`src/include/lsu_consts.svh`:
```
`ifndef LSU_CONSTS_SVH
`define LSU_CONSTS_SVH

// Datapath widths
`define LSU_XLEN        32
`define LSU_OFFSET_W    12

// Hardware threads
`define LSU_NUM_THREADS 2
`define LSU_TID_W       1

// Memory map, each window aligned to its own size
`define LSU_DCCM_BASE   32'hF004_0000
`define LSU_DCCM_SIZE   32'h0001_0000   // 64 KiB
`define LSU_PIC_BASE    32'hF00C_0000
`define LSU_PIC_SIZE    32'h0000_8000   // 32 KiB

`endif

```
`src/hdl/lsu_pkg.sv`:
```
`default_nettype none

`include "lsu_consts.svh"

package lsu_pkg;

   typedef enum logic [1:0] {
      SZ_BYTE = 2'd0,
      SZ_HALF = 2'd1,
      SZ_WORD = 2'd2
   } lsu_size_e;

   typedef enum logic [3:0] {
      MSC_NONE         = 4'h0,
      MSC_MISALIGN     = 4'h1,
      MSC_REGION_CROSS = 4'h2,
      MSC_PIC_SIZE     = 4'h3
   } lsu_mscause_e;

   // Decoded load/store packet
   typedef struct packed {
      logic                  valid;
      logic [`LSU_TID_W-1:0] tid;
      logic                  load;
      logic                  store;
      logic                  unsign;     // Zero extend on load
      lsu_size_e             size;
      logic                  atomic;
      logic                  lr;
      logic                  sc;
   } lsu_pkt_t;

   // One hot memory region
   typedef struct packed {
      logic in_dccm;
      logic in_pic;
      logic external;
   } lsu_region_t;

   typedef struct packed {
      logic                 exc_valid;
      logic                 inst_type;   // 1 for store
      logic                 exc_type;    // 1 access fault, 0 misaligned
      lsu_mscause_e         mscause;
      logic [`LSU_XLEN-1:0] addr;
   } lsu_error_pkt_t;

   // One LR reservation station
   typedef struct packed {
      logic                 vld;
      logic [`LSU_XLEN-1:2] addr;        // Word address
   } lsu_resv_t;

endpackage

`default_nettype wire

```
`src/hdl/lsu_addr_gen.sv`:
```
`default_nettype none

`include "lsu_consts.svh"

module lsu_addr_gen (
   input  logic                     clk,
   input  logic                     rst_n,
   input  logic [`LSU_XLEN-1:0]     rs1,
   input  logic [`LSU_OFFSET_W-1:0] offset,
   input  lsu_pkg::lsu_size_e       size_d,
   input  logic                     atomic_d,
   output logic [`LSU_XLEN-1:0]     start_addr_dc1,
   output logic [`LSU_XLEN-1:0]     end_addr_dc1
);
   import lsu_pkg::*;

   logic [`LSU_XLEN-1:0]     rs1_dc1;
   logic [`LSU_OFFSET_W-1:0] offset_dc1;
   logic [`LSU_OFFSET_W-1:0] offset_eff_dc1;
   logic [`LSU_XLEN-1:0]     offset_sx_dc1;
   lsu_size_e                size_dc1;
   logic                     atomic_dc1;
   logic [1:0]               size_m1_dc1;

   // Operands into DC1
   always_ff @(posedge clk) begin
      rs1_dc1    <= rs1;
      offset_dc1 <= offset;
   end

   always_ff @(posedge clk or negedge rst_n) begin
      if (!rst_n) begin
         size_dc1   <= SZ_BYTE;
         atomic_dc1 <= 1'b0;
      end else begin
         size_dc1   <= size_d;
         atomic_dc1 <= atomic_d;
      end
   end

   // Atomics address with rs1 alone
   assign offset_eff_dc1 = offset_dc1 & {`LSU_OFFSET_W{~atomic_dc1}};
   assign offset_sx_dc1  = {{(`LSU_XLEN-`LSU_OFFSET_W){offset_eff_dc1[`LSU_OFFSET_W-1]}},
                            offset_eff_dc1};

   always_comb begin
      case (size_dc1)
         SZ_HALF: size_m1_dc1 = 2'd1;
         SZ_WORD: size_m1_dc1 = 2'd3;
         default: size_m1_dc1 = 2'd0;
      endcase
   end

   assign start_addr_dc1 = rs1_dc1 + offset_sx_dc1;
   assign end_addr_dc1   = start_addr_dc1 + {{(`LSU_XLEN-2){1'b0}}, size_m1_dc1};

endmodule

`default_nettype wire

```
`src/hdl/lsu_addr_check.sv`:
```
`default_nettype none

`include "lsu_consts.svh"

module lsu_addr_check (
   input  logic                   clk,
   input  logic                   rst_n,
   input  logic                   valid_dc1,
   input  lsu_pkg::lsu_size_e     size_dc1,
   input  logic [`LSU_XLEN-1:0]   start_addr_dc1,
   input  logic [`LSU_XLEN-1:0]   end_addr_dc1,
   output lsu_pkg::lsu_region_t   region_dc1,
   output logic                   access_fault_dc2,
   output logic                   misaligned_fault_dc2,
   output lsu_pkg::lsu_mscause_e  mscause_dc2
);
   import lsu_pkg::*;

   lsu_region_t  end_region_dc1;
   logic         unaligned_dc1;
   logic         region_cross_dc1;
   logic         pic_size_dc1;
   logic         misaligned_dc1;
   logic         access_dc1;
   lsu_mscause_e mscause_dc1;

   function automatic lsu_region_t decode_region(input logic [`LSU_XLEN-1:0] addr);
      lsu_region_t r;
      r.in_dccm  = ((addr & ~(`LSU_DCCM_SIZE - 1)) == `LSU_DCCM_BASE);
      r.in_pic   = ((addr & ~(`LSU_PIC_SIZE - 1)) == `LSU_PIC_BASE);
      r.external = ~(r.in_dccm | r.in_pic);
      return r;
   endfunction

   assign region_dc1     = decode_region(start_addr_dc1);
   assign end_region_dc1 = decode_region(end_addr_dc1);

   // **************************************************
   // Fault rules, misaligned first
   // **************************************************
   assign unaligned_dc1 = ((size_dc1 == SZ_HALF) & start_addr_dc1[0]) |
                          ((size_dc1 == SZ_WORD) & (|start_addr_dc1[1:0]));

   assign misaligned_dc1   = unaligned_dc1 & ~region_dc1.in_dccm;   // DCCM takes unaligned
   assign region_cross_dc1 = (region_dc1 != end_region_dc1);
   assign pic_size_dc1     = region_dc1.in_pic & (size_dc1 != SZ_WORD);
   assign access_dc1       = ~misaligned_dc1 & (region_cross_dc1 | pic_size_dc1);

   always_comb begin
      if (misaligned_dc1)
         mscause_dc1 = MSC_MISALIGN;
      else if (region_cross_dc1)
         mscause_dc1 = MSC_REGION_CROSS;
      else if (pic_size_dc1)
         mscause_dc1 = MSC_PIC_SIZE;
      else
         mscause_dc1 = MSC_NONE;
   end

   always_ff @(posedge clk or negedge rst_n) begin
      if (!rst_n) begin
         access_fault_dc2     <= 1'b0;
         misaligned_fault_dc2 <= 1'b0;
         mscause_dc2          <= MSC_NONE;
      end else begin
         access_fault_dc2     <= valid_dc1 & access_dc1;
         misaligned_fault_dc2 <= valid_dc1 & misaligned_dc1;
         mscause_dc2          <= valid_dc1 ? mscause_dc1 : MSC_NONE;
      end
   end

   a_region_onehot: assert property (@(posedge clk) disable iff (!rst_n)
      valid_dc1 |-> $onehot(region_dc1));

endmodule

`default_nettype wire

```
`src/hdl/lsu_stage_pipe.sv`:
```
`default_nettype none

`include "lsu_consts.svh"

module lsu_stage_pipe (
   input  logic                        clk,
   input  logic                        rst_n,
   input  lsu_pkg::lsu_pkt_t           lsu_p,
   input  logic [`LSU_XLEN-1:0]        rs2,
   input  logic [`LSU_XLEN-1:0]        start_addr_dc1,
   input  logic [`LSU_XLEN-1:0]        end_addr_dc1,
   input  lsu_pkg::lsu_region_t        region_dc1,
   input  logic                        access_fault_dc2,
   input  logic                        misaligned_fault_dc2,
   input  lsu_pkg::lsu_mscause_e       mscause_dc2,
   input  logic [`LSU_NUM_THREADS-1:0] flush_dc2_up,
   input  logic [`LSU_NUM_THREADS-1:0] flush_dc3,
   input  logic [`LSU_NUM_THREADS-1:0] flush_dc4,
   input  logic [`LSU_NUM_THREADS-1:0] flush_dc5,
   output lsu_pkg::lsu_pkt_t           pkt_dc1,
   output lsu_pkg::lsu_pkt_t           pkt_dc3,
   output lsu_pkg::lsu_pkt_t           pkt_dc5,
   output logic [`LSU_XLEN-1:0]        addr_dc3,
   output logic [`LSU_XLEN-1:0]        end_addr_dc3,
   output logic [`LSU_XLEN-1:0]        addr_dc5,
   output logic [`LSU_XLEN-1:0]        end_addr_dc5,
   output logic [`LSU_XLEN-1:0]        store_data_dc3,
   output lsu_pkg::lsu_region_t        region_dc3,
   output logic                        access_fault_dc3,
   output logic                        misaligned_fault_dc3,
   output lsu_pkg::lsu_mscause_e       mscause_dc3,
   output logic                        commit_dc5
);
   import lsu_pkg::*;

   lsu_pkt_t                    pkt_in [1:5];
   lsu_pkt_t                    pkt_q  [1:5];
   logic [`LSU_NUM_THREADS-1:0] kill   [1:5];   // Flush seen entering each stage
   logic [`LSU_XLEN-1:0]        addr_q [2:5];
   logic [`LSU_XLEN-1:0]        end_q  [2:5];
   logic [`LSU_XLEN-1:0]        store_q [1:3];
   lsu_region_t                 region_dc2;

   // **************************************************
   // Packet valids with per-thread flush
   // **************************************************
   always_comb begin
      kill[1] = flush_dc2_up;
      kill[2] = flush_dc2_up;
      kill[3] = flush_dc2_up;
      kill[4] = flush_dc3;
      kill[5] = flush_dc4;
      pkt_in[1] = lsu_p;
      for (int s = 2; s <= 5; s++) begin
         pkt_in[s] = pkt_q[s-1];
      end
      for (int s = 1; s <= 5; s++) begin
         pkt_in[s].valid = pkt_in[s].valid & ~kill[s][pkt_in[s].tid];
      end
   end

   always_ff @(posedge clk or negedge rst_n) begin
      if (!rst_n) begin
         for (int s = 1; s <= 5; s++) begin
            pkt_q[s] <= '0;
         end
         region_dc2           <= '0;
         region_dc3           <= '0;
         access_fault_dc3     <= 1'b0;
         misaligned_fault_dc3 <= 1'b0;
         mscause_dc3          <= MSC_NONE;
      end else begin
         for (int s = 1; s <= 5; s++) begin
            pkt_q[s] <= pkt_in[s];
         end
         region_dc2           <= region_dc1;
         region_dc3           <= region_dc2;
         access_fault_dc3     <= access_fault_dc2;
         misaligned_fault_dc3 <= misaligned_fault_dc2;
         mscause_dc3          <= mscause_dc2;
      end
   end

   // Addresses and store data ride along
   always_ff @(posedge clk) begin
      store_q[1] <= rs2;
      store_q[2] <= store_q[1];
      store_q[3] <= store_q[2];
      addr_q[2]  <= start_addr_dc1;
      end_q[2]   <= end_addr_dc1;
      for (int s = 3; s <= 5; s++) begin
         addr_q[s] <= addr_q[s-1];
         end_q[s]  <= end_q[s-1];
      end
   end

   assign pkt_dc1        = pkt_q[1];
   assign pkt_dc3        = pkt_q[3];
   assign pkt_dc5        = pkt_q[5];
   assign addr_dc3       = addr_q[3];
   assign end_addr_dc3   = end_q[3];
   assign addr_dc5       = addr_q[5];
   assign end_addr_dc5   = end_q[5];
   assign store_data_dc3 = store_q[3];

   assign commit_dc5 = pkt_q[5].valid & (pkt_q[5].load | pkt_q[5].store | pkt_q[5].atomic) &
                       ~flush_dc5[pkt_q[5].tid];

   for (genvar s = 1; s <= 5; s++) begin : g_ldst_chk
      a_not_ld_and_st: assert property (@(posedge clk) disable iff (!rst_n)
         pkt_q[s].valid |-> !(pkt_q[s].load && pkt_q[s].store));
   end

endmodule

`default_nettype wire

```
`src/hdl/lsu_load_align.sv`:
```
`default_nettype none

`include "lsu_consts.svh"

module lsu_load_align (
   input  logic                        clk,
   input  logic                        rst_n,
   input  lsu_pkg::lsu_pkt_t           pkt_dc3,
   input  lsu_pkg::lsu_region_t        region_dc3,
   input  logic [`LSU_XLEN-1:0]        addr_dc3,
   input  logic [`LSU_XLEN-1:0]        dccm_rdata,
   input  logic [`LSU_XLEN-1:0]        pic_rdata,
   input  logic [`LSU_XLEN-1:0]        bus_rdata,
   input  logic                        access_fault_dc3,
   input  logic                        misaligned_fault_dc3,
   input  lsu_pkg::lsu_mscause_e       mscause_dc3,
   input  logic [`LSU_NUM_THREADS-1:0] flush_dc3,
   output logic [`LSU_XLEN-1:0]        result_dc3,
   output lsu_pkg::lsu_error_pkt_t     error_pkt_dc3
);
   import lsu_pkg::*;

   logic [`LSU_XLEN-1:0] ld_data_dc3;
   logic [`LSU_XLEN-1:0] ld_ext_dc3;
   logic                 load_vld_dc3;
   logic                 exc_valid_dc3;

   // Region select by the one-hot region
   assign ld_data_dc3 = ({`LSU_XLEN{region_dc3.in_dccm}}  & dccm_rdata) |
                        ({`LSU_XLEN{region_dc3.in_pic}}   & pic_rdata)  |
                        ({`LSU_XLEN{region_dc3.external}} & bus_rdata);

   always_comb begin
      case (pkt_dc3.size)
         SZ_BYTE: ld_ext_dc3 = {{(`LSU_XLEN-8){~pkt_dc3.unsign & ld_data_dc3[7]}},
                                ld_data_dc3[7:0]};
         SZ_HALF: ld_ext_dc3 = {{(`LSU_XLEN-16){~pkt_dc3.unsign & ld_data_dc3[15]}},
                                ld_data_dc3[15:0]};
         default: ld_ext_dc3 = ld_data_dc3;
      endcase
   end

   assign load_vld_dc3 = pkt_dc3.valid & pkt_dc3.load;
   assign result_dc3   = load_vld_dc3 ? ld_ext_dc3 : '0;

   // **************************************************
   // Exception packet
   // **************************************************
   assign exc_valid_dc3 = (access_fault_dc3 | misaligned_fault_dc3) & pkt_dc3.valid &
                          ~flush_dc3[pkt_dc3.tid];

   assign error_pkt_dc3.exc_valid = exc_valid_dc3;
   assign error_pkt_dc3.inst_type = pkt_dc3.store;   // Atomics count as store when flagged
   assign error_pkt_dc3.exc_type  = ~misaligned_fault_dc3;
   assign error_pkt_dc3.mscause   = exc_valid_dc3 ? mscause_dc3 : MSC_NONE;
   assign error_pkt_dc3.addr      = addr_dc3 & {`LSU_XLEN{exc_valid_dc3}};

endmodule

`default_nettype wire

```
`src/hdl/lsu_reservation.sv`:
```
`default_nettype none

`include "lsu_consts.svh"

module lsu_reservation (
   input  logic                        clk,
   input  logic                        rst_n,
   input  lsu_pkg::lsu_pkt_t           pkt_dc5,
   input  logic [`LSU_XLEN-1:0]        addr_dc5,
   input  logic [`LSU_XLEN-1:0]        end_addr_dc5,
   input  logic                        commit_dc5,
   input  logic [`LSU_NUM_THREADS-1:0] lr_reset_wb,
   output logic                        sc_success_dc5,
   output logic [`LSU_NUM_THREADS-1:0] lr_vld
);
   import lsu_pkg::*;

   lsu_resv_t                   lr_tbl [`LSU_NUM_THREADS];   // One station per thread
   logic [`LSU_NUM_THREADS-1:0] lr_set;
   logic [`LSU_NUM_THREADS-1:0] lr_clr;
   logic                        own_thread;
   logic                        word_hit;

   assign sc_success_dc5 = pkt_dc5.valid & pkt_dc5.sc & lr_tbl[pkt_dc5.tid].vld &
                           (addr_dc5[`LSU_XLEN-1:2] == lr_tbl[pkt_dc5.tid].addr);

   // **************************************************
   // Set and clear per thread
   // **************************************************
   always_comb begin
      for (int i = 0; i < `LSU_NUM_THREADS; i++) begin
         own_thread = (pkt_dc5.tid == `LSU_TID_W'(i));
         word_hit   = (addr_dc5[`LSU_XLEN-1:2] == lr_tbl[i].addr) |
                      (end_addr_dc5[`LSU_XLEN-1:2] == lr_tbl[i].addr);
         lr_set[i]  = own_thread & commit_dc5 & pkt_dc5.lr;
         // Same thread SC, match or not
         lr_clr[i]  = (own_thread & commit_dc5 & pkt_dc5.sc) |
                      (~own_thread & commit_dc5 & pkt_dc5.store &
                       (~pkt_dc5.sc | sc_success_dc5) & word_hit) |   // Failed SC writes nothing
                      lr_reset_wb[i];
      end
   end

   always_ff @(posedge clk or negedge rst_n) begin
      if (!rst_n) begin
         for (int i = 0; i < `LSU_NUM_THREADS; i++) begin
            lr_tbl[i] <= '0;
         end
      end else begin
         for (int i = 0; i < `LSU_NUM_THREADS; i++) begin
            if (lr_clr[i]) begin
               lr_tbl[i].vld <= 1'b0;   // Clear wins over set
            end else if (lr_set[i]) begin
               lr_tbl[i].vld  <= 1'b1;
               lr_tbl[i].addr <= addr_dc5[`LSU_XLEN-1:2];
            end
         end
      end
   end

   for (genvar i = 0; i < `LSU_NUM_THREADS; i++) begin : g_vld
      assign lr_vld[i] = lr_tbl[i].vld;

      a_lr_known: assert property (@(posedge clk) disable iff (!rst_n)
         (lr_set[i] && lr_clr[i]) |=> !$isunknown(lr_vld[i]) && !lr_vld[i]);
   end

endmodule

`default_nettype wire

```
`src/hdl/lsu_ctl_top.sv`:
```
`default_nettype none

`include "lsu_consts.svh"

module lsu_ctl_top (
   input  logic                        clk,
   input  logic                        rst_n,
   input  lsu_pkg::lsu_pkt_t           lsu_p,
   input  logic [`LSU_XLEN-1:0]        rs1,
   input  logic [`LSU_OFFSET_W-1:0]    offset,
   input  logic [`LSU_XLEN-1:0]        rs2,
   input  logic [`LSU_NUM_THREADS-1:0] flush_dc2_up,
   input  logic [`LSU_NUM_THREADS-1:0] flush_dc3,
   input  logic [`LSU_NUM_THREADS-1:0] flush_dc4,
   input  logic [`LSU_NUM_THREADS-1:0] flush_dc5,
   input  logic [`LSU_NUM_THREADS-1:0] lr_reset_wb,
   input  logic [`LSU_XLEN-1:0]        dccm_rdata,
   input  logic [`LSU_XLEN-1:0]        pic_rdata,
   input  logic [`LSU_XLEN-1:0]        bus_rdata,
   output logic [`LSU_XLEN-1:0]        addr_dc3,
   output logic [`LSU_XLEN-1:0]        end_addr_dc3,
   output logic [`LSU_XLEN-1:0]        store_data_dc3,
   output logic [`LSU_XLEN-1:0]        result_dc3,
   output lsu_pkg::lsu_region_t        region_dc3,
   output lsu_pkg::lsu_error_pkt_t     error_pkt_dc3,
   output logic                        commit_dc5,
   output logic                        sc_success_dc5,
   output logic [`LSU_NUM_THREADS-1:0] lr_vld
);

   logic [`LSU_XLEN-1:0]  start_addr_dc1;
   logic [`LSU_XLEN-1:0]  end_addr_dc1;
   lsu_pkg::lsu_region_t  region_dc1;
   lsu_pkg::lsu_pkt_t     pkt_dc1;
   lsu_pkg::lsu_pkt_t     pkt_dc3;
   lsu_pkg::lsu_pkt_t     pkt_dc5;
   logic                  access_fault_dc2;
   logic                  misaligned_fault_dc2;
   lsu_pkg::lsu_mscause_e mscause_dc2;
   logic                  access_fault_dc3;
   logic                  misaligned_fault_dc3;
   lsu_pkg::lsu_mscause_e mscause_dc3;
   logic [`LSU_XLEN-1:0]  addr_dc5;
   logic [`LSU_XLEN-1:0]  end_addr_dc5;

   // Size and atomic go straight from the D-stage packet
   lsu_addr_gen addr_gen_i (
      .clk, .rst_n, .rs1, .offset,
      .size_d         (lsu_p.size),
      .atomic_d       (lsu_p.atomic),
      .start_addr_dc1,
      .end_addr_dc1
   );

   lsu_addr_check addr_check_i (
      .clk, .rst_n,
      .valid_dc1      (pkt_dc1.valid),
      .size_dc1       (pkt_dc1.size),
      .start_addr_dc1, .end_addr_dc1, .region_dc1,
      .access_fault_dc2, .misaligned_fault_dc2, .mscause_dc2
   );

   lsu_stage_pipe stage_pipe_i (
      .clk, .rst_n, .lsu_p, .rs2,
      .start_addr_dc1, .end_addr_dc1, .region_dc1,
      .access_fault_dc2, .misaligned_fault_dc2, .mscause_dc2,
      .flush_dc2_up, .flush_dc3, .flush_dc4, .flush_dc5,
      .pkt_dc1, .pkt_dc3, .pkt_dc5,
      .addr_dc3, .end_addr_dc3, .addr_dc5, .end_addr_dc5, .store_data_dc3,
      .region_dc3, .access_fault_dc3, .misaligned_fault_dc3, .mscause_dc3,
      .commit_dc5
   );

   lsu_load_align load_align_i (
      .clk, .rst_n, .pkt_dc3, .region_dc3, .addr_dc3,
      .dccm_rdata, .pic_rdata, .bus_rdata,
      .access_fault_dc3, .misaligned_fault_dc3, .mscause_dc3,
      .flush_dc3, .result_dc3, .error_pkt_dc3
   );

   lsu_reservation reservation_i (
      .clk, .rst_n, .pkt_dc5, .addr_dc5, .end_addr_dc5,
      .commit_dc5, .lr_reset_wb, .sc_success_dc5, .lr_vld
   );

endmodule

`default_nettype wire

```
`config.mk`:
```
export PLATFORM = sky130hd
export DESIGN_NAME = lsu_ctl_top
export DESIGN_NICKNAME = d
export VERILOG_FILES = /design/src/hdl/lsu_pkg.sv /design/src/hdl/lsu_addr_gen.sv /design/src/hdl/lsu_addr_check.sv /design/src/hdl/lsu_stage_pipe.sv /design/src/hdl/lsu_load_align.sv /design/src/hdl/lsu_reservation.sv /design/src/hdl/lsu_ctl_top.sv
export VERILOG_INCLUDE_DIRS = /design/src /design/src/include
export SDC_FILE = /design/constraint.sdc
export NUM_CORES = 1
export LEC_CHECK = 0
export ABC_AREA = 1
export BUFFER_PORTS_ARGS = -buffer_cell sky130_fd_sc_hd__buf_2
export CAP_MARGIN = 20
export CELL_PAD_IN_SITES_DETAIL_PLACEMENT = 2
export CELL_PAD_IN_SITES_GLOBAL_PLACEMENT = 2
export CORE_MARGIN = 5
export CORE_UTILIZATION = 36
export DETAILED_ROUTE_END_ITERATION = 10
export HOLD_SLACK_MARGIN = 0.06
export PLACE_DENSITY_LB_ADDON = 0.1
export SLEW_MARGIN = 15
export SYNTH_ARGS = -nofsm -noshare
export SYNTH_HDL_FRONTEND = slang
export SYNTH_SLANG_ARGS = --single-unit
```
`constraint.sdc`:
```
create_clock -name clk -period 9.4 [get_ports clk]
set_input_delay 1.88 -clock clk [delete_from_list [all_inputs] [get_ports clk]]
set_output_delay 1.88 -clock clk [all_outputs]
set_load 0.01 [all_outputs]
```
* Word-level counts from Yosys, hierarchy flattened *
Memories as Yosys holds them, arrays and structs flattened.
Cells that the tools add are included.

word-level totals
  register bits after elaboration = 168
  RAM bits = 352
  bits of input ports = 194
  output and inout bits = 174
  logic and storage cells = 191
  memories = 3

operators by class
  add/subtract/negate cells = 2
  magnitude comparators = 7
  equal/unequal tests = 14
  mux-type cells = 27
  bitwise gates (word level) = 73
  reduce and logical (&&, ||, !) cells = 6

memories
  memory                words  width  read ports  clocked after Yosys merged registers in  write ports  line                  source
  stage_pipe_i.addr_q   4      32     4           0                                        4            lsu_stage_pipe.sv:39  logic [`LSU_XLEN-1:0] addr_q [2:5];
  stage_pipe_i.end_q    4      32     4           0                                        4            lsu_stage_pipe.sv:40  logic [`LSU_XLEN-1:0] end_q [2:5];
  stage_pipe_i.store_q  3      32     3           0                                        3            lsu_stage_pipe.sv:41  logic [`LSU_XLEN-1:0] store_q [1:3];

operators by type and width
  kind                                                                  number
  31-bit two-way mux                                                    5
  30-bit == test                                                        5
  32-bit AND                                                            4
  32-bit OR                                                             2
  32-bit case mux with 2 select lines                                   1
  1-bit AND                                                             34
  17-bit == test, second input constant                                 2
  32-bit by 2-bit adder with 32-bit output                              1
  32-bit adder                                                          1
  16-bit == test, second input constant                                 2
  32-bit two-way mux                                                    1
  1-bit inverter                                                        17
  1-bit two-way mux                                                     14
  1-bit OR                                                              14
  12-bit AND                                                            1
  1-bit by 2-bit < comparator with 1-bit output, second input constant  6
  4-bit two-way mux                                                     2
  2-bit two-way mux                                                     3
  2-bit by 1-bit == test with 1-bit output, second input constant       2
  2-bit case mux with 2 select lines                                    1
  2-bit AND reduction                                                   2
  2-bit nonzero test                                                    2
  3-bit inequality test                                                 1
  2-bit == test, second input constant                                  1
  other kinds (5)                                                       5

* Longest topological paths before layout *
  word-level depth = 13
  mapped depth = 32
  gate-level depth less buffers = 32

* Cells and area by module *
Synthesis repeated with hierarchy kept, for this count alone.

unflattened totals
  cells, all modules = 2638
  area, all modules = 21590.7 um^2

by module, submodules not included
  module           instances  cells an instance  area an instance (um^2)  sequential area each (um^2)
  lsu_stage_pipe   1          633                10144.7                  8598.2
  lsu_reservation  1          834                5277.6                   1551.5
  lsu_addr_gen     1          747                4290.4                   955.9
  lsu_load_align   1          332                1366.3                   0.0
  lsu_addr_check   1          92                 511.7                    75.1

* Worst setup path before layout *
No wires, ideal clock.

  path type = input-to-output
  start = input port bus_rdata[7]
  end = output port result_dc3[21]
  data arrival time = 2.905 ns
  data required time = 7.520 ns
  setup slack = 4.615 ns
  cell stages on the path = 7
  buffers on the path = 1
  path through = nand2_1 > nand3_1 > nand3_1 > nand3_1 > nand2_1 > clkbuf_1 > a21oi_1

on the way
  longest elaborated chain between the ends = 5

ends and longest elaborated chain
  what                                 line                  source
  start: declaration                   lsu_ctl_top.sv:19     input logic [`LSU_XLEN-1:0] bus_rdata,
  32-bit AND                           lsu_load_align.sv:31  ({`LSU_XLEN{region_dc3.external}} & bus_rdata);
  32-bit OR                            lsu_load_align.sv:29  assign ld_data_dc3 = ({`LSU_XLEN{region_dc3.in_dccm}} & dccm_rdata) |
  1-bit AND                            lsu_load_align.sv:35  SZ_BYTE: ld_ext_dc3 = {{(`LSU_XLEN-8){~pkt_dc3.unsign & ld_data_dc3[7]}},
  32-bit case mux with 2 select lines  lsu_load_align.sv:34  case (pkt_dc3.size)
  32-bit two-way mux                   lsu_load_align.sv:44  assign result_dc3 = load_vld_dc3 ? ld_ext_dc3 : '0;
  end: declaration                     lsu_ctl_top.sv:23     output logic [`LSU_XLEN-1:0] result_dc3,

Every way passes these cells.

==> results.sh <==
export IMPL_yosysUniqueCellTypes=58
export IMPL_clockBufferDepth=3
export IMPL_io_pins=368
export IMPL_vias_per_cell=4.89
export IMPL_final_core_util_pct=43.4
export IMPL_final_area_sq_mm=0.0235
export IMPL_synth_top_area_share_pct=39.4
export IMPL_crit_path_end_kind="primary output"
export IMPL_row_count=85
export IMPL_drt_iter0_drc=662
export IMPL_setup_ws_ns=3.92
export IMPL_placed_area_sq_mm=0.0215
export IMPL_grt_pass1_vias=18200
export IMPL_nNetsFinal=2757
export IMPL_area_growth_pct=19.2
export IMPL_overflow=0
export IMPL_slew_violations=0
export IMPL_power_density_mw_per_mm2=234
export IMPL_period_needed_ns=5.48
export IMPL_start_kind="input pin"
export IMPL_finalCritPeriodShare_pct=58.3
export IMPL_grt_util_met2_pct=44.2
export IMPL_setup_viol=0
export IMPL_postCtsSetupRepairBufs=0
export IMPL_cp_data_required_time_ns=7.52
export IMPL_grt_max_degree=76
export IMPL_worst_skew_pair_late_latency_ns=0.62
export IMPL_cp_slowest_stage_delay_ns=0.35
export IMPL_netlist_instances=2256
export IMPL_max_freq_ghz=0.182
export IMPL_leakagePower_uw=0.0117
export IMPL_wl_per_cell_um=21.8
export IMPL_cts_inserted_buffers=54
export IMPL_outcome="finished clean"
export IMPL_hp_class="reg -> reg"
export IMPL_dieArea_sq_mm=0.0595
export IMPL_dp_slack_ns=4.00
export IMPL_gp_congestion=0.892
export IMPL_dp_hpwl_mm=54.7
export IMPL_start_util_pct=36.4
export IMPL_vias=16100
export IMPL_crit_fanout=20
export IMPL_die_x_um=244
export IMPL_netlist_top_cells_count="nand2_1, dfxtp_1, inv_1"
export IMPL_synth_most_common_cell="nand2_1"
export IMPL_tightest_slew_ns=0.807
export IMPL_first_pass_iters=5
export IMPL_p_total_uw=5500
export IMPL_io_buffers=365
export IMPL_rsz0062_at_grt="false"
export IMPL_core_sq_mm=0.0540
export IMPL_crit_path_frequent_cell="buf_2"
export IMPL_slew_headroom_pct=45.9
export IMPL_use_met1_pct=26.8
export IMPL_syn_area_per_cell_sq_um=8.73
export IMPL_crit_arrival_ns=3.60
export IMPL_grt_first_pass_wirelength_mm=109
export IMPL_ir_worst_vdd_v=0.000144
export IMPL_syn_cell_area_sq_mm=0.0197
export IMPL_wirelength_mm=71.6
export IMPL_cts_max_level=2
export IMPL_crit_slowest_cell="buf_4"
export IMPL_antenna_found_initial=5
export IMPL_path_class="in -> out"
export IMPL_path_clk_slew_ns=0.06
export IMPL_yosysWarnings=0
export IMPL_cts_root_buf="clkbuf_16"
export IMPL_ctsResizeCount=0
export IMPL_grtUsageMet3_pct=3.20
export IMPL_final_setup_tns_ns=0
export IMPL_cts_hold_buf=0
export IMPL_cts_tree="built"
export IMPL_drc=0
export IMPL_synthFlopType="dfxtp_1"
export IMPL_layout_drive_gt1_share_pct=24.1
export IMPL_synth_seq_area_share_pct=54.4
export IMPL_synth_area_top_cells="dfxtp_1, dfrtp_1, nand2_1"
export IMPL_maxCapViolCount=0
export IMPL_hold_viol=0
export IMPL_ys_ff_latch=506
export IMPL_yosysTopAreaCell="dfxtp_1"
export IMPL_busiest_layer="met2"
export IMPL_fin_skew_ns=0.0189
export IMPL_die_h_um=244
export IMPL_synth_edf_count=0
export IMPL_async_flop_share_pct=23.3
export IMPL_crit_chain="buf_2 > nand2_1 > nand3_1 > a21oi_1 > inv_1 > buf_4 > nor2_1 > buf_2"
export IMPL_track_usage_pct=23.4
export IMPL_final_antenna_net_count=0
export IMPL_cts_sinks=506
[cell usage in the layout (no fill, tap or decap), types with 9 or more instances in the layout]
master       n
nand2_1    551
dfxtp_1    388
buf_2      364
inv_1      243
nor2_1     144
nand3_1    143
dfrtp_1    117
o21ai_0     64
nand2_2     61
clkbuf_16   55
a21oi_1     54
xnor2_1     47
nand4_1     36
inv_2       25
xor2_1      25
nor2_2      22
a221oi_1    20
o22ai_1     16
ha_1        16
o2111ai_1   14
nor3_1      12
clkbuf_1    12
nand2_4     10
mux2_2      10
nand3_2      9
[critical path, delay by kind of cell]
family          cells  cell delay [ns]
compound gates      1             0.21
buf+inv             4             0.93
simple gates        3             0.58
[per-layer routing]
layer / vias up / part of all wire [%]
li1: 7654 / -
met1: 8012 / 40
met2: 298 / 53
met3: 134 / 3.1
met4: 0 / 3.8
met5: - / 0
[stage by stage]
| step | std cells | hold slack, ns |
|---|---|---|
| 2_1_floorplan | 2257 | 0.310 |
| 3_3_place_gp | 3184 | 0.310 |
| 3_5_place_dp | 3184 | 0.313 |
| 4_1_cts | 3286 | 0.311 |
| 5_1_grt | 3291 | 0.317 |
| 6_report | 3291 | 0.313 |
[path summary, 6_finish.rpt]
kind	startpoint	to	slack, ns	cells past startpoint
setup reg to reg	stage_pipe_i.pkt_dc1[2]	addr_check_i.access_fault_dc2	4.43	23
hold / removal	stage_pipe_i.addr_q[1][9]	stage_pipe_i.addr_q[1][41]	0.31	0
setup / recovery	flush_dc3[1]	error_pkt_dc3[31]	3.92	8
min in group asynchronous	rst_n	stage_pipe_i.pkt_dc1[6]	1.28	1
hold reg to reg	stage_pipe_i.addr_q[1][9]	stage_pipe_i.addr_q[1][41]	0.31	0
max in group asynchronous	rst_n	reservation_i.lr_tbl[29]	6.94	3
[state kept, by name (all words and copies together), names as in the netlist, 3 cells and up]
| name | flops |
|---|---|
| reservation_i.lr_tbl | 60 |
| stage_pipe_i.region_dc2 | 3 |
| stage_pipe_i.pkt_dc1 | 10 |
| stage_pipe_i.pkt_dc5 | 7 |
| stage_pipe_i.pkt_dc3 | 10 |
| addr_gen_i.rs1_dc1 | 32 |
| stage_pipe_i.end_q | 124 |
| stage_pipe_i.region_dc3 | 3 |
| stage_pipe_i.addr_q | 124 |
| addr_gen_i.offset_dc1 | 12 |
| stage_pipe_i.pkt_in | 15 |
| stage_pipe_i.store_q | 96 |
[where the power goes]
group          switching, uW  total (uW)  internal (uW)
clock                    916        2290           1380
sequential               175        2550           2380
combinational            433         655            222
[cell families after synthesis]
logic type,share of synthesized area (%)
AO/OA/AOI/OAI,6.61
other,0.0190
buffers and inverters,10.2
XOR/XNOR,3.20
flip-flops,54.4
multiplexers,0.623
adder cells (fa/ha/maj),1.22
AND/OR/NAND/NOR,23.7
[layout make-up]
cell class,instances,area (sq um)
clock buffers,75,1530
flip-flops and latches,506,10700
repair buffers,373,1900
well taps,696,871
multi-input cells,1335,6970
inverters,275,1030
diodes,4,10.0
fillers,6032,30600
clock inverters,27,433
Power figures use the tool's default switching activity.
